File: src/include/exc_defines.svh
`ifndef EXC_DEFINES_SVH
`define EXC_DEFINES_SVH

// Trap value width
// Holds the faulting PC or the faulting data address
`define EXC_XLEN 32

// RISC-V exception code width (mcause low bits)
`define EXC_CODE_LEN 5

// Virtual page number inside the trap value
// 4 KiB pages, so the VPN starts at bit 12
`define EXC_VPN_LSB 12
`define EXC_VPN_LEN 20

// Default number of pending exception records
`define EXC_QUEUE_DEPTH 4

`endif

File: src/exc_pkg.sv
`include "exc_defines.svh"

package exc_pkg;

	// Trap value, PC or data address
	typedef logic [`EXC_XLEN-1:0] xlen_t;

	// Virtual page number sent with a page flush
	typedef logic [`EXC_VPN_LEN-1:0] vpn_t;

	// Exception codes handled by the recovery path
	// Values follow the RISC-V privileged spec
	typedef enum logic [`EXC_CODE_LEN-1:0] {
		I_ADDR_MISALIGNED  = 'd0,
		I_ACCESS_FAULT     = 'd1,
		ILLEGAL_INSTR      = 'd2,
		LD_ADDR_MISALIGNED = 'd4,
		LD_ACCESS_FAULT    = 'd5,
		ST_ADDR_MISALIGNED = 'd6,
		ST_ACCESS_FAULT    = 'd7,
		ENV_CALL_UMODE     = 'd8,
		ENV_CALL_SMODE     = 'd9,
		ENV_CALL_MMODE     = 'd11,
		INSTR_PAGE_FAULT   = 'd12,
		LD_PAGE_FAULT      = 'd13,
		ST_PAGE_FAULT      = 'd15
	} exc_code_e;

	// TLB flush command
	// NO_FLUSH whenever no command is issued
	typedef enum logic [1:0] {
		NO_FLUSH   = 2'd0,
		FLUSH_PAGE = 2'd1,
		FLUSH_ALL  = 2'd2
	} tlb_flush_e;

	// Recovery controller FSM
	// IDLE   wait for a record from the queue
	// ISSUE  one cycle with all cleanup pulses
	// SYNC   L1 D$ to L2 write-back in progress
	// ACK    close the read handshake
	typedef enum logic [1:0] {
		IDLE  = 2'd0,
		ISSUE = 2'd1,
		SYNC  = 2'd2,
		ACK   = 2'd3
	} recov_state_e;

endpackage

File: src/exc_collector.sv
`timescale 1ns/1ps

module exc_collector (
	input  logic                clk_i,
	input  logic                rst_ni,

	// Fetch side exception report
	input  logic                if_exc_valid_i,
	input  exc_pkg::exc_code_e  if_exc_code_i,
	input  exc_pkg::xlen_t      if_exc_tval_i,
	output logic                if_exc_taken_o,

	// Load/store side exception report
	input  logic                ls_exc_valid_i,
	input  exc_pkg::exc_code_e  ls_exc_code_i,
	input  exc_pkg::xlen_t      ls_exc_tval_i,
	output logic                ls_exc_taken_o,

	// Write port toward the queue
	output logic                wr_req_o,
	input  logic                wr_ack_i,
	output exc_pkg::exc_code_e  wr_code_o,
	output exc_pkg::xlen_t      wr_tval_o
);

	import exc_pkg::*;

	// Write handshake phases
	// COL_REQ  req high, waiting for ack
	// COL_WAIT req dropped, waiting for ack to fall
	typedef enum logic [1:0] {
		COL_IDLE = 2'd0,
		COL_REQ  = 2'd1,
		COL_WAIT = 2'd2
	} col_state_e;

	col_state_e state_q;
	logic       pick_if;
	logic       pick_ls;

	// Source selection, fetch side has priority
	// Only in IDLE and only once the previous ack is gone
	assign pick_if = (state_q == COL_IDLE) && !wr_ack_i && if_exc_valid_i;
	assign pick_ls = (state_q == COL_IDLE) && !wr_ack_i && !if_exc_valid_i &&
		ls_exc_valid_i;

	always_ff @(posedge clk_i or negedge rst_ni) begin
		if (!rst_ni) begin
			state_q        <= COL_IDLE;
			wr_req_o       <= 1'b0;
			if_exc_taken_o <= 1'b0;
			ls_exc_taken_o <= 1'b0;
		end else begin
			// Taken is a single-cycle pulse
			// Rises together with wr_req
			if_exc_taken_o <= pick_if;
			ls_exc_taken_o <= pick_ls;

			case (state_q)
				COL_IDLE: begin
					if (pick_if || pick_ls) begin
						wr_req_o <= 1'b1;
						state_q  <= COL_REQ;
					end
				end
				COL_REQ: begin
					// Queue has stored the record
					if (wr_ack_i) begin
						wr_req_o <= 1'b0;
						state_q  <= COL_WAIT;
					end
				end
				COL_WAIT: begin
					// Last phase of the handshake
					if (!wr_ack_i) begin
						state_q <= COL_IDLE;
					end
				end
				default: begin
					wr_req_o <= 1'b0;
					state_q  <= COL_IDLE;
				end
			endcase
		end
	end

	// Captured record
	// Source is free once this is loaded, data stays put while req is high
	always_ff @(posedge clk_i) begin
		if (pick_if) begin
			wr_code_o <= if_exc_code_i;
			wr_tval_o <= if_exc_tval_i;
		end else if (pick_ls) begin
			wr_code_o <= ls_exc_code_i;
			wr_tval_o <= ls_exc_tval_i;
		end
	end

endmodule

File: src/exc_queue.sv
`timescale 1ns/1ps

`include "exc_defines.svh"

module exc_queue #(
	parameter int DEPTH = `EXC_QUEUE_DEPTH
) (
	input  logic                clk_i,
	input  logic                rst_ni,

	// Write side, from the collector
	input  logic                wr_req_i,
	output logic                wr_ack_o,
	input  exc_pkg::exc_code_e  wr_code_i,
	input  exc_pkg::xlen_t      wr_tval_i,

	// Read side, toward the recovery controller
	output logic                rd_req_o,
	input  logic                rd_ack_i,
	output exc_pkg::exc_code_e  rd_code_o,
	output exc_pkg::xlen_t      rd_tval_o
);

	import exc_pkg::*;

	// Pointer needs at least one bit even for a single entry
	localparam int PTR_W = (DEPTH > 1) ? $clog2(DEPTH) : 1;
	localparam int CNT_W = $clog2(DEPTH + 1);

	// Record storage
	exc_code_e        code_mem [DEPTH];
	xlen_t            tval_mem [DEPTH];

	logic [PTR_W-1:0] wr_ptr_q;
	logic [PTR_W-1:0] rd_ptr_q;
	logic [CNT_W-1:0] count_q;
	logic             full;
	logic             empty;
	logic             push;
	logic             pop;

	// Wrap at DEPTH, which need not be a power of two
	function automatic logic [PTR_W-1:0] ptr_inc(input logic [PTR_W-1:0] ptr);
		if (ptr == PTR_W'(DEPTH - 1)) begin
			return '0;
		end
		return ptr + 1'b1;
	endfunction

	assign full  = (count_q == CNT_W'(DEPTH));
	assign empty = (count_q == '0);

	// Store on a fresh req, held off while full
	assign push = wr_req_i && !wr_ack_o && !full;
	// Head leaves once the controller acks it
	assign pop  = rd_req_o && rd_ack_i;

	// Head record, stable while rd_req is up
	assign rd_code_o = code_mem[rd_ptr_q];
	assign rd_tval_o = tval_mem[rd_ptr_q];

	always_ff @(posedge clk_i) begin
		if (push) begin
			code_mem[wr_ptr_q] <= wr_code_i;
			tval_mem[wr_ptr_q] <= wr_tval_i;
		end
	end

	always_ff @(posedge clk_i or negedge rst_ni) begin
		if (!rst_ni) begin
			wr_ptr_q <= '0;
			rd_ptr_q <= '0;
			count_q  <= '0;
			wr_ack_o <= 1'b0;
			rd_req_o <= 1'b0;
		end else begin
			// Write handshake
			if (push) begin
				wr_ptr_q <= ptr_inc(wr_ptr_q);
				wr_ack_o <= 1'b1;
			end else if (wr_ack_o && !wr_req_i) begin
				wr_ack_o <= 1'b0;
			end

			// Read handshake
			// New req only after the previous ack has dropped
			if (pop) begin
				rd_ptr_q <= ptr_inc(rd_ptr_q);
				rd_req_o <= 1'b0;
			end else if (!rd_req_o && !rd_ack_i && !empty) begin
				rd_req_o <= 1'b1;
			end

			// Occupancy, both sides may move in one cycle
			case ({push, pop})
				2'b10:   count_q <= count_q + 1'b1;
				2'b01:   count_q <= count_q - 1'b1;
				default: count_q <= count_q;
			endcase
		end
	end

endmodule

File: src/exc_recovery_ctrl.sv
`timescale 1ns/1ps

`include "exc_defines.svh"

module exc_recovery_ctrl (
	input  logic                clk_i,
	input  logic                rst_ni,

	// Record from the queue
	input  logic                rd_req_i,
	output logic                rd_ack_o,
	input  exc_pkg::exc_code_e  rd_code_i,
	input  exc_pkg::xlen_t      rd_tval_i,

	// Pipeline control
	output logic                flush_o,
	output logic                stall_o,

	// MSHR clears and abort
	output logic                clr_tlb_mshr_o,
	output logic                clr_dmshr_o,
	output logic                abort_o,

	// TLB flush command
	output exc_pkg::tlb_flush_e tlb_flush_type_o,
	output exc_pkg::vpn_t       tlb_flush_vpn_o,

	// L1 D$ to L2 sync
	output logic                sync_l1dc_l2c_o,
	input  logic                l2c_update_done_i
);

	import exc_pkg::*;

	recov_state_e state_q;
	recov_state_e state_d;

	// Record being serviced
	exc_code_e    code_q;
	xlen_t        tval_q;

	// Decoded action set of the latched code
	logic         dec_clr_tlb;
	logic         dec_clr_dmshr;
	logic         dec_abort;
	logic         dec_page;
	logic         dec_sync;

	always_comb begin
		dec_clr_tlb   = 1'b0;
		dec_clr_dmshr = 1'b0;
		dec_abort     = 1'b0;
		dec_page      = 1'b0;
		dec_sync      = 1'b0;
		case (code_q)
			// Fetch faults, drop pending I-side walks
			I_ADDR_MISALIGNED, I_ACCESS_FAULT: dec_clr_tlb = 1'b1;
			INSTR_PAGE_FAULT: begin
				dec_clr_tlb = 1'b1;
				dec_page    = 1'b1;
			end
			// Load/store faults, drop pending D$ misses
			LD_ADDR_MISALIGNED, LD_ACCESS_FAULT,
			ST_ADDR_MISALIGNED, ST_ACCESS_FAULT: dec_clr_dmshr = 1'b1;
			LD_PAGE_FAULT, ST_PAGE_FAULT: begin
				dec_clr_dmshr = 1'b1;
				dec_page      = 1'b1;
			end
			ILLEGAL_INSTR: dec_abort = 1'b1;
			// Higher privilege ecalls need memory made coherent with L2
			ENV_CALL_SMODE, ENV_CALL_MMODE: dec_sync = 1'b1;
			default: ;
		endcase
	end

	always_comb begin
		state_d = state_q;
		case (state_q)
			IDLE: begin
				if (rd_req_i) begin
					state_d = ISSUE;
				end
			end
			ISSUE: begin
				// Skip the sync when L2 already reports done
				if (dec_sync && !l2c_update_done_i) begin
					state_d = SYNC;
				end else begin
					state_d = ACK;
				end
			end
			SYNC: begin
				if (l2c_update_done_i) begin
					state_d = ACK;
				end
			end
			ACK: begin
				// Queue has dropped req, close the handshake
				if (!rd_req_i) begin
					state_d = IDLE;
				end
			end
			default: state_d = IDLE;
		endcase
	end

	always_ff @(posedge clk_i or negedge rst_ni) begin
		if (!rst_ni) begin
			state_q <= IDLE;
		end else begin
			state_q <= state_d;
		end
	end

	// Latch on first sight of req
	always_ff @(posedge clk_i) begin
		if (state_q == IDLE && rd_req_i) begin
			code_q <= rd_code_i;
			tval_q <= rd_tval_i;
		end
	end

	// All pulses come from the single ISSUE cycle
	assign flush_o        = (state_q == ISSUE);
	assign clr_tlb_mshr_o = (state_q == ISSUE) && dec_clr_tlb;
	assign clr_dmshr_o    = (state_q == ISSUE) && dec_clr_dmshr;
	assign abort_o        = (state_q == ISSUE) && dec_abort;

	always_comb begin
		tlb_flush_type_o = NO_FLUSH;
		tlb_flush_vpn_o  = '0;
		if (state_q == ISSUE) begin
			if (dec_page) begin
				// Only the faulting page is dropped
				tlb_flush_type_o = FLUSH_PAGE;
				tlb_flush_vpn_o  = tval_q[`EXC_VPN_LSB +: `EXC_VPN_LEN];
			end else begin
				tlb_flush_type_o = FLUSH_ALL;
			end
		end
	end

	// Levels
	// Stall starts with the first sight of req in IDLE
	assign sync_l1dc_l2c_o = (state_q == SYNC);
	assign stall_o         = (state_q != IDLE) || rd_req_i;
	assign rd_ack_o        = (state_q == ACK);

endmodule

File: src/exc_ctrl_top.sv
`timescale 1ns/1ps

module exc_ctrl_top (
	input  logic                clk_i,
	input  logic                rst_ni,

	// Fetch side source
	input  logic                if_exc_valid_i,
	input  exc_pkg::exc_code_e  if_exc_code_i,
	input  exc_pkg::xlen_t      if_exc_tval_i,
	output logic                if_exc_taken_o,

	// Load/store side source
	input  logic                ls_exc_valid_i,
	input  exc_pkg::exc_code_e  ls_exc_code_i,
	input  exc_pkg::xlen_t      ls_exc_tval_i,
	output logic                ls_exc_taken_o,

	// Recovery actions
	output logic                flush_o,
	output logic                stall_o,
	output logic                clr_tlb_mshr_o,
	output logic                clr_dmshr_o,
	output logic                abort_o,
	output exc_pkg::tlb_flush_e tlb_flush_type_o,
	output exc_pkg::vpn_t       tlb_flush_vpn_o,
	output logic                sync_l1dc_l2c_o,
	input  logic                l2c_update_done_i
);

	import exc_pkg::*;

	// Collector to queue
	logic      exc_wr_req;
	logic      exc_wr_ack;
	exc_code_e exc_wr_code;
	xlen_t     exc_wr_tval;

	// Queue to controller
	logic      exc_rd_req;
	logic      exc_rd_ack;
	exc_code_e exc_rd_code;
	xlen_t     exc_rd_tval;

	exc_collector exc_collector_i (
		.clk_i          (clk_i),
		.rst_ni         (rst_ni),
		.if_exc_valid_i (if_exc_valid_i),
		.if_exc_code_i  (if_exc_code_i),
		.if_exc_tval_i  (if_exc_tval_i),
		.if_exc_taken_o (if_exc_taken_o),
		.ls_exc_valid_i (ls_exc_valid_i),
		.ls_exc_code_i  (ls_exc_code_i),
		.ls_exc_tval_i  (ls_exc_tval_i),
		.ls_exc_taken_o (ls_exc_taken_o),
		.wr_req_o       (exc_wr_req),
		.wr_ack_i       (exc_wr_ack),
		.wr_code_o      (exc_wr_code),
		.wr_tval_o      (exc_wr_tval)
	);

	// Keeps records in arrival order
	exc_queue exc_queue_i (
		.clk_i     (clk_i),
		.rst_ni    (rst_ni),
		.wr_req_i  (exc_wr_req),
		.wr_ack_o  (exc_wr_ack),
		.wr_code_i (exc_wr_code),
		.wr_tval_i (exc_wr_tval),
		.rd_req_o  (exc_rd_req),
		.rd_ack_i  (exc_rd_ack),
		.rd_code_o (exc_rd_code),
		.rd_tval_o (exc_rd_tval)
	);

	exc_recovery_ctrl exc_recovery_ctrl_i (
		.clk_i             (clk_i),
		.rst_ni            (rst_ni),
		.rd_req_i          (exc_rd_req),
		.rd_ack_o          (exc_rd_ack),
		.rd_code_i         (exc_rd_code),
		.rd_tval_i         (exc_rd_tval),
		.flush_o           (flush_o),
		.stall_o           (stall_o),
		.clr_tlb_mshr_o    (clr_tlb_mshr_o),
		.clr_dmshr_o       (clr_dmshr_o),
		.abort_o           (abort_o),
		.tlb_flush_type_o  (tlb_flush_type_o),
		.tlb_flush_vpn_o   (tlb_flush_vpn_o),
		.sync_l1dc_l2c_o   (sync_l1dc_l2c_o),
		.l2c_update_done_i (l2c_update_done_i)
	);

endmodule

File: config.mk
export PLATFORM = sky130hd
export DESIGN_NAME = exc_ctrl_top
export DESIGN_NICKNAME = d
export VERILOG_FILES = /design/src/exc_pkg.sv /design/src/exc_collector.sv /design/src/exc_queue.sv /design/src/exc_recovery_ctrl.sv /design/src/exc_ctrl_top.sv
export VERILOG_INCLUDE_DIRS = /design/src /design/src/include
export SDC_FILE = /design/constraint.sdc
export NUM_CORES = 1
export LEC_CHECK = 0
export ABC_AREA = 1
export BUFFER_PORTS_ARGS = -buffer_cell sky130_fd_sc_hd__buf_2
export CORE_MARGIN = 2
export CORE_UTILIZATION = 45
export DETAILED_ROUTE_END_ITERATION = 8
export HOLD_SLACK_MARGIN = 0.1
export PLACE_DENSITY = 0.71
export SLEW_MARGIN = 10
export SYNTH_ARGS = -nofsm -noshare
export SYNTH_HDL_FRONTEND = slang
export SYNTH_SLANG_ARGS = --single-unit
File: constraint.sdc
create_clock -name clk_i -period 2.9 [get_ports clk_i]
set_input_delay 0.58 -clock clk_i [delete_from_list [all_inputs] [get_ports clk_i]]
set_output_delay 0.58 -clock clk_i [all_outputs]
set_load 0.02 [all_outputs]
==> results of run 1 <==
==> worst min-delay path by stage <==
stage / start / end / slack (ns) / cells past startpoint
6_report: if_exc_valid_i / exc_collector_i.ls_exc_taken_o / 0.35 / 2
5_1_grt: if_exc_valid_i / exc_collector_i.ls_exc_taken_o / 0.35 / 2
4_1_cts: if_exc_valid_i / exc_collector_i.ls_exc_taken_o / 0.33 / 2
3_5_place_dp: exc_collector_i.wr_code_o[0] / exc_queue_i.code_mem[2][0] / 0.49 / 0
3_3_place_gp: exc_collector_i.wr_tval_o[23] / exc_queue_i.tval_mem[0][23] / 0.47 / 0
2_1_floorplan: rst_ni / exc_collector_i.if_exc_taken_o / 0.28 / 0
==> state kept, by name, indices dropped and copies added (netlist names) <==
register	count
exc_queue_i.rd_ptr_q	2
exc_queue_i.wr_ptr_q	2
exc_recovery_ctrl_i.code_q	5
exc_collector_i.wr_req_o	1
exc_queue_i.count_q	3
exc_collector_i.wr_tval_o	20
exc_recovery_ctrl_i.tval_q	20
exc_collector_i.if_exc_taken_o	1
exc_recovery_ctrl_i.state_q	2
exc_collector_i.state_q	2
exc_queue_i.rd_req_o	1
exc_collector_i.wr_code_o	5
exc_queue_i.tval_mem	80
exc_queue_i.code_mem	20
exc_queue_i.wr_ack_o	1
exc_collector_i.ls_exc_taken_o	1
==> area by class of cell <==
| class | instances | share of cell area, % |
|---|---|---|
| clock inverters | 11 | 1.62 |
| multi-input cells | 295 | 18.8 |
| repair buffers | 94 | 6.30 |
| inverters | 51 | 2.42 |
| well taps | 184 | 2.91 |
| clock buffers | 21 | 5.83 |
| flip-flops and latches | 166 | 62.1 |
==> kinds of logic (layout without fill, tap and decap cells) <==
| kind of cell | after synthesis | after routing |
|---|---|---|
| adders and majority gates | 12 | 12 |
| DFF | 166 | 166 |
| xor gates and xnor gates | 2 | 2 |
| AOI/OAI and AO/OA | 117 | 117 |
| buffers and inverters | 74 | 177 |
| and+or+nand+nor | 164 | 164 |
==> where the power goes <==
part	internal [uW]	switching, uW	total (uW)
clock	1310	844	2160
sequential	2580	0	2580
combinational	32.4	29.7	62.1
==> through the flow <==
step                      instances  utilization [%]  setup WS, ns
after floorplan                 535                -         0.517
after global placement          789             50.2         0.863
after detailed placement        789             50.2         0.850
after CTS                       822             54.3         0.390
after global routing            822             54.3         0.315
final                           822             54.3         0.447
==> layout by cell type, fill, tap and decap left out, types with 3 or more instances in the layout <==
master                       instances
sky130_fd_sc_hd__buf_4               9
sky130_fd_sc_hd__inv_1              47
sky130_fd_sc_hd__nand2_1            68
sky130_fd_sc_hd__clkbuf_16          17
sky130_fd_sc_hd__a21oi_1             5
sky130_fd_sc_hd__clkinvlp_4          6
sky130_fd_sc_hd__o21ai_1             9
sky130_fd_sc_hd__nor2_2              4
sky130_fd_sc_hd__nand2_2             3
sky130_fd_sc_hd__dfrtp_1            16
sky130_fd_sc_hd__edfxtp_1          150
sky130_fd_sc_hd__inv_2               4
sky130_fd_sc_hd__o21ai_0            75
sky130_fd_sc_hd__ha_1               11
sky130_fd_sc_hd__o22ai_1            25
sky130_fd_sc_hd__buf_2              84
sky130_fd_sc_hd__nor2_1             79
==> repair_timing <==
action,4_1_cts,5_1_grt
hold endpoints to repair,16,0
hold buffers,1,0
resized for setup,0,0
setup buffers,0,0
==> routing by layer <==
| metal | GRT usage, % | vias up |
|---|---|---|
| li1 | - | 2041 |
| met4 | 6.66 | 0 |
| met5 | 0 | - |
| met3 | 3.78 | 20 |
| met2 | 25.6 | 146 |
| met1 | 20.2 | 1973 |
==> critical path, cell delays in order (launching register included) <==
cell and delay (ns):
sky130_fd_sc_hd__dfrtp_1 0.39, sky130_fd_sc_hd__inv_1 0.14, sky130_fd_sc_hd__ha_1 0.27, sky130_fd_sc_hd__nand2_1 0.08, sky130_fd_sc_hd__buf_4 0.21, sky130_fd_sc_hd__nor2_1 0.16
sky130_fd_sc_hd__buf_2 0.19
==> load_flow_metrics.sql, run 1 <==
INSERT INTO impl_metrics (metric_group, metric, value, unit) VALUES
('grt', 'first_global_vias', '3980', ''),
('finish', 'regArea', '0.00490', 'mm^2'),
('clock_network', 'tritoncts_num_sinks', '166', ''),
('critical_path', 'cp_data_arrival_time', '1.87', 'ns'),
('logic_synthesis', 'synth_mux_area_share', '0', '%'),
('clock_network', 'htree_num_levels', '4', ''),
('logic_synthesis', 'synthDominantAreaCellType', 'sky130_fd_sc_hd__edfxtp_1', ''),
('sta', 'final-max-slew-violation-count', '0', ''),
('clock_network', 'worstSkewPairLatency', '0.41', 'ns'),
('clock_network', 'clockRootBuffer', 'sky130_fd_sc_hd__clkbuf_16', ''),
('finish', 'nFillCells', '1188', ''),
('worst_hold_path', 'worst_hold_path_type', 'input pin to flip-flop', ''),
('floorplanning', 'dieWidth', '126', 'um'),
('critical_path', 'critical_path.startpoint', 'exc_recovery_ctrl_i.state_q[1]', ''),
('logic_synthesis', 'synth_register_bits', '166', ''),
('finish', 'total_area_of_multi_input_combinational_cells', '0.00149', 'mm^2'),
('logic_synthesis', 'ys_top_cells_by_area', 'sky130_fd_sc_hd__edfxtp_1 (67%), sky130_fd_sc_hd__dfrtp_1 (6.0%), sky130_fd_sc_hd__o21ai_0 (5.6%)', ''),
('sta', 'finClkSkew', '0.00610', 'ns'),
('logic_synthesis', 'ys.flop_type', 'sky130_fd_sc_hd__edfxtp_1', ''),
('sta', 'final_period_minus_worst_setup_slack', '2.45', 'ns'),
('route', 'drtIter0Drc', '290', ''),
('placed_design', 'detailed_place.area', '0.00730', 'mm^2'),
('grt', 'antenna_found_initial', '0', ''),
('critical_path', 'timing.critical_path.fanout_max', '21', ''),
('route', 'routed-via-count', '4180', ''),
('route', 'via_per_inst', '5.09', ''),
('sta', 'finalSetupTns', '0', 'ns'),
('critical_path', 'worst_setup_path_endpoint', 'tlb_flush_vpn_o[9]', ''),
('sta', 'timing_worst_slew_pin_value', '0.846', 'ns'),
('clock_network', 'max-clock-path-buffers', '2', ''),
('floorplanning', 'core.rowCount', '44', ''),
('power', 'power_density', '607', 'mW/mm^2'),
('logic_synthesis', 'total_nets_after_synthesis', '626', ''),
('placed_design', 'io_port_bufs', '84', ''),
('route', 'detail_route.wirelength', '12.1', 'mm'),
('grt', 'grt_overflow', '0', ''),
('route', 'top_layer_used', 'met4', ''),
('route', 'routedWlPerCell', '14.7', 'um'),
('logic_synthesis', 'synth_area', '0.00671', 'mm^2'),
('sta', 'fmaxAchievable', '408', 'MHz'),
('sta', 'worst_slew_margin_rel', '43.5', '%'),
('critical_path', 'regToRegStartpoint', 'exc_queue_i.count_q[1]', ''),
('route', 'met2_routed_wl', '5.87', 'mm'),
('critical_path', 'setup.worst_path.start_class', 'flip-flop', ''),
('grt', 'largest_net_degree_at_the_start_of_global_routing', '53', ''),
('power', 'pnr_total_power', '4800', 'uW'),
('logic_synthesis', 'asyncSetResetFlopFracSynth', '9.64', '%'),
('floorplanning', 'chipHeight', '126', 'um'),
('critical_path', 'timing.critical_path.required', '2.32', 'ns'),
('clock_network', 'tritoncts_clock_tree', 'done', ''),
('floorplanning', 'starting_density_of_the_core', '46.1', '%'),
('sta', 'timing.final.crit_share', '84.6', '%'),
('critical_path', 'worst-r2r-cell-count', '9', ''),
('logic_synthesis', 'synthXorXnorAreaFrac', '0.261', '%'),
('run_status', 'run_status', 'finished, final reports clean', ''),
('placed_design', 'detailedPlacementHpwl', '7.59', 'mm'),
('run', 'max_cap_viol_count', '0', ''),
('finish', 'area.growth.synth_to_final', '17.8', '%'),
('sta', 'unrepaired_setup_endpoints_after_global_routing', 'false', ''),
('power', 'ir_drop', '0.352', 'mV'),
('logic_synthesis', 'synthSimpleGateAreaFrac', '10.1', '%'),
('logic_synthesis', 'synthAdderAreaFrac', '2.35', '%'),
('floorplanning', 'num_io_pins', '109', ''),
('logic_synthesis', 'synth.lib_cells_used.distinct', '31', ''),
('logic_synthesis', 'compound_cell_area_share_of_the_yosys_netlist', '9.26', '%'),
('power', 'static-leakage-power', '0.00310', 'uW'),
('route', 'route.detailed.drc', '0', ''),
('logic_synthesis', 'most_used_standard_cell_by_instance_count_after_synthesis', 'sky130_fd_sc_hd__edfxtp_1', ''),
('critical_path', 'timing.setup.critical_path_class', 'flip-flop to primary output', ''),
('route', 'drt-pass1-iter-count', '4', ''),
('logic_synthesis', 'yosys_warnings', '0', '');
Power figures use the tool's default switching activity.
==> run 2: changes to the inputs <==
--- a/config.mk
+++ b/config.mk
@@ -6,13 +6,13 @@
 export SDC_FILE = /design/constraint.sdc
 export NUM_CORES = 1
 export LEC_CHECK = 0
-export ABC_AREA = 1
+export ABC_AREA = 0
 export BUFFER_PORTS_ARGS = -buffer_cell sky130_fd_sc_hd__buf_2
 export CORE_MARGIN = 2
 export CORE_UTILIZATION = 45
 export DETAILED_ROUTE_END_ITERATION = 8
 export HOLD_SLACK_MARGIN = 0.1
-export PLACE_DENSITY = 0.71
+export PLACE_DENSITY = 0.74
 export SLEW_MARGIN = 10
 export SYNTH_ARGS = -nofsm -noshare
 export SYNTH_HDL_FRONTEND = slang
==> constraint.sdc (replaced) <==
create_clock -name clk_i -period 2.05 [get_ports clk_i]
set_input_delay 0.41 -clock clk_i [delete_from_list [all_inputs] [get_ports clk_i]]
set_output_delay 0.41 -clock clk_i [all_outputs]
set_load 0.02 [all_outputs]
==> run 2 against run 1 <==
Effect of this change:
- the run now ends with negative setup slack left
- first-iteration DRC count fell by 18%
- sequential share of layout area fell by 2.5 points
- final cell count fell by 22%
- clock skew rose by 0.00097 ns
- non-clock buffer count rose by 16
- global-route usage fell by 0.10 points
- largest cell class unchanged
- largest power group unchanged
- total power rose by 150%
- critical path depth rose by 1
- combinational power rose to 50 times the previous value
- wire length fell by 4.0%
==> load_flow_metrics.sql, run 2 <==
INSERT INTO impl_metrics (metric_group, metric, value, unit) VALUES
('finish', 'mostFrequentLayoutCells', 'sky130_fd_sc_hd__edfxtp_1 (150), sky130_fd_sc_hd__buf_2 (63), sky130_fd_sc_hd__mux2_2 (28), sky130_fd_sc_hd__mux4_2 (25), sky130_fd_sc_hd__buf_6 (21)', ''),
('sta', 'finalSetupTns', '-3.93', 'ns'),
('route', 'postRouteAntennaNets', '0', ''),
('placed_design', 'detailedPlacementHpwl', '6.84', 'mm'),
('logic_synthesis', 'most_used_standard_cell_by_instance_count_after_synthesis', 'sky130_fd_sc_hd__edfxtp_1', ''),
('floorplanning', 'core.rowCount', '44', ''),
('critical_path', 'timing.critical_path.max_delay_family', 'simple AND/OR/NAND/NOR gates', ''),
('clock_network', 'tritoncts_clock_tree', 'done', ''),
('worst_hold_path', 'timing.hold.worst_path_depth', '3', ''),
('sta', 'unrepaired_setup_endpoints_after_global_routing', 'true', ''),
('critical_path', 'cp_data_arrival_time', '1.85', 'ns'),
('route', 'routedWlPerCell', '18.2', 'um'),
('placed_design', 'io_port_bufs', '84', ''),
('logic_synthesis', 'asyncSetResetFlopFracSynth', '9.64', '%'),
('finish', 'layout.nets', '534', ''),
('logic_synthesis', 'synthTopCellsByCount', 'sky130_fd_sc_hd__edfxtp_1 (150), sky130_fd_sc_hd__mux2_2 (28), sky130_fd_sc_hd__and2_1 (25), sky130_fd_sc_hd__mux4_2 (25), sky130_fd_sc_hd__dfrtp_1 (16)', ''),
('finish', 'post_route_cells_drive_above_1_share', '50.0', '%'),
('critical_path', 'max_stage_delay', '0.40', 'ns'),
('logic_synthesis', 'fraction_of_post_synthesis_cell_area_in_the_top_cell_type_by_area', '68.8', '%'),
('grt', 'grt_overflow', '0', ''),
('grt', 'gr-usage-all-layers', '15.6', '%'),
('sta', 'layout_setup_ws', '-0.207', 'ns'),
('critical_path', 'cp.buffers_inverters', '3', ''),
('finish', 'area.growth.synth_to_final', '25.9', '%'),
('critical_path', 'critical_path.slowest_cell', 'sky130_fd_sc_hd__dfrtp_1', ''),
('placed_design', 'place_ws', '-0.0640', 'ns'),
('finish', 'largest_reg_flops', '80', ''),
('logic_synthesis', 'synth_area', '0.00655', 'mm^2'),
('sta', 'final-max-slew-violation-count', '0', ''),
('sta', 'timing_worst_slew_pin_value', '0.411', 'ns'),
('floorplanning', 'starting_density_of_the_core', '45.6', '%'),
('floorplanning', 'core_area', '0.0144', 'mm^2'),
('logic_synthesis', 'ys.flop_type', 'sky130_fd_sc_hd__edfxtp_1', ''),
('clock_network', 'htree_num_levels', '4', ''),
('logic_synthesis', 'yosysSeqAreaShare', '74.9', '%'),
('finish', 'total_area_of_multi_input_combinational_cells', '0.00163', 'mm^2'),
('power', 'static-leakage-power', '0.00301', 'uW'),
('clock_network', 'clockRootBuffer', 'sky130_fd_sc_hd__clkbuf_16', ''),
('finish', 'layout.cells.most_common', 'sky130_fd_sc_hd__edfxtp_1', ''),
('clock_network', 'clk_pin_slew', '0.06', 'ns'),
('clock_network', 'max-clock-path-buffers', '2', ''),
('sta', 'final_period_minus_worst_setup_slack', '2.26', 'ns'),
('logic_synthesis', 'number_of_enable_type_register_cells_in_the_synthesized_netlist', '150', ''),
('logic_synthesis', 'ys_top_cells_by_area', 'sky130_fd_sc_hd__edfxtp_1 (69%), sky130_fd_sc_hd__mux4_2 (8.6%), sky130_fd_sc_hd__dfrtp_1 (6.1%)', ''),
('critical_path', 'setup.worst_path.start_class', 'flip-flop', ''),
('logic_synthesis', 'synthCells', '326', ''),
('grt', 'largest_net_degree_at_the_start_of_global_routing', '27', ''),
('finish', 'finish.instance_area', '0.00824', 'mm^2'),
('sta', 'finalHoldViolCount', '0', ''),
('finish', 'largest_register_by_flop_count', 'exc_queue_i.tval_mem', ''),
('grt', 'antenna_found_initial', '0', ''),
('critical_path', 'crit_path_end_kind', 'primary output', ''),
('grt', 'first_global_vias', '3396', ''),
('clock_network', 'cts_buffers', '17', ''),
('clock_network', 'tritoncts_num_sinks', '166', ''),
('logic_synthesis', 'synth_register_bits', '166', ''),
('worst_hold_path', 'beginning_of_the_worst_hold_path', 'ls_exc_valid_i', ''),
('route', 'routed-via-count', '3227', ''),
('logic_synthesis', 'synth_area_per_cell', '20.1', 'um^2'),
('run_status', 'failed_checks', 'negative setup slack', ''),
('sta', 'setup_violations', '22', ''),
('sta', 'worst_slew_margin_rel', '72.6', '%'),
('grt', 'wire_length_of_the_first_global_routing_pass', '17.9', 'mm'),
('finish', 'nFillCells', '1030', ''),
('sta', 'finClkSkew', '0.00707', 'ns'),
('logic_synthesis', 'synth.lib_cells_used.distinct', '39', ''),
('critical_path', 'timing.critical_path.fanout_max', '11', ''),
('sta', 'fmaxAchievable', '443', 'MHz'),
('finish', 'regArea', '0.00491', 'mm^2'),
('floorplanning', 'chipHeight', '125', 'um'),
('route', 'drt-pass1-iter-count', '4', ''),
('route', 'detail_route.wirelength', '11.6', 'mm'),
('run_status', 'run_status', 'finished with violations', ''),
('route', 'drtIter0Drc', '238', ''),
('route', 'via_per_inst', '5.06', ''),
('logic_synthesis', 'synthDominantAreaCellType', 'sky130_fd_sc_hd__edfxtp_1', ''),
('run', 'max_cap_viol_count', '0', ''),
('route', 'route.detailed.drc', '0', ''),
('floorplanning', 'num_io_pins', '109', ''),
('worst_hold_path', 'worst_hold_path_type', 'input pin to flip-flop', ''),
('critical_path', 'critical_path.startpoint', 'exc_recovery_ctrl_i.state_q[1]', ''),
('logic_synthesis', 'yosys_warnings', '0', ''),
('power', 'ir_drop', '0.652', 'mV'),
('clock_network', 'worstSkewPairLatency', '0.41', 'ns'),
('placed_design', 'detailed_place.area', '0.00739', 'mm^2'),
('finish', 'n_antenna_cell', '0', ''),
('critical_path', 'critical_path.cell_chain', 'inv_2, ha_4, nand2b_4, nor3b_4, buf_12, and2_4, buf_6', ''),
('critical_path', 'timing.setup.critical_path_class', 'flip-flop to primary output', ''),
('critical_path', 'timing.reg2reg.setup_slack', '-0.03', 'ns'),
('placed_design', 'gp_congestion', '0.694', ''),
('power', 'power_density', '1430', 'mW/mm^2'),
('worst_hold_path', 'timing.hold.worst_endpoint', 'exc_collector_i.ls_exc_taken_o', ''),
('critical_path', 'worst_r2r_endpoint', 'exc_queue_i.count_q[2]', ''),
('critical_path', 'worst-r2r-cell-count', '9', ''),
('critical_path', 'regToRegStartpoint', 'exc_queue_i.count_q[0]', ''),
('floorplanning', 'die_area', '0.0155', 'mm^2'),
('sta', 'timing.final.crit_share', '110', '%'),
('floorplanning', 'dieWidth', '125', 'um'),
('logic_synthesis', 'total_nets_after_synthesis', '417', ''),
('critical_path', 'timing.critical_path.required', '1.64', 'ns'),
('sta', 'final.hold.worst_slack', '0.237', 'ns');
==> run 2: worst register-to-register path, cell delays in order, from the launching register on <==
cell and delay [ns]:
sky130_fd_sc_hd__dfrtp_1 0.37, sky130_fd_sc_hd__or3b_4 0.40, sky130_fd_sc_hd__and3b_2 0.22, sky130_fd_sc_hd__inv_2 0.06
sky130_fd_sc_hd__ha_4 0.12, sky130_fd_sc_hd__inv_2 0.03, sky130_fd_sc_hd__fa_2 0.33, sky130_fd_sc_hd__xor2_1 0.17
sky130_fd_sc_hd__nor2_1 0.11, sky130_fd_sc_hd__xor2_1 0.18
==> run 2: metal layers <==
metal	vias to the layer above	track usage (%)	routed length, um
li1	1515	-	-
met1	1606	18.8	4770
met2	93	26.4	6140
met3	13	4.21	524
met4	0	6.94	190
met5	-	0	0
==> run 2: final cells by class <==
class                           instances  share of cell area (%)
Clock buffer                           17                    5.16
Clock inverter                         13                    2.22
Inverter                                9                   0.410
Multi-Input combinational cell        139                    19.8
Sequential cell                       166                    59.6
Tap cell                              184                    2.79
Timing Repair Buffer                  110                    10.0
==> run 2: cell families (layout without fill, tap and decap cells) <==
kind of cell / Yosys count / after routing / share of synthesized area (%)
flip-flops: 166 / 166 / 74.9
multiplexers: 54 / 54 / 13.6
XOR/XNOR: 4 / 4 / 0.535
adder cells (fa/ha/maj): 12 / 12 / 2.41
AO/OA/AOI/OAI: 12 / 12 / 1.32
buffers and inverters: 21 / 149 / 1.78
AND/OR/NAND/NOR: 57 / 57 / 5.45
==> run 2: worst max-delay path by stage <==
stage                                  end  slack [ns]  depth (start not counted)
floorplan           exc_queue_i.count_q[2]       -0.06                         10
global placement    exc_queue_i.count_q[2]        0.02                          9
detailed placement  exc_queue_i.count_q[2]       -0.06                          9
CTS                    tlb_flush_vpn_o[18]       -0.25                          8
global route            tlb_flush_vpn_o[3]       -0.30                          7
finish                  tlb_flush_vpn_o[0]       -0.21                          7
==> run 2: timing repair <==
item | 4_1_cts | 5_1_grt
setup buffers | 3 | 2
pin swaps | 5 | 2
endpoints found under the hold margin | 16 | 0
hold buffers | 1 | 0
endpoints found under the setup margin | 23 | 22
gates cloned | 1 | 0
resized for setup | 56 | 5
==> run 2: per-stage QoR <==
| stage | power [uW] | utilization (%) | cells |
|---|---|---|---|
| 2_1_floorplan | 7390 | - | 326 |
| 3_3_place_gp | 8260 | 51.4 | 602 |
| 3_5_place_dp | 8430 | 51.4 | 602 |
| 4_1_cts | 11900 | 57.3 | 637 |
| 5_1_grt | 12400 | 57.3 | 638 |
| 6_report | 11800 | 57.3 | 638 |
==> run 2: power by group <==
| group | internal (uW) | total [uW] | switching [uW] | leakage [uW] |
|---|---|---|---|---|
| Sequential | 4940 | 5450 | 515 | 0.00156 |
| Clock | 2020 | 3230 | 1210 | 0.000289 |
| Combinational | 1600 | 3110 | 1510 | 0.00116 |
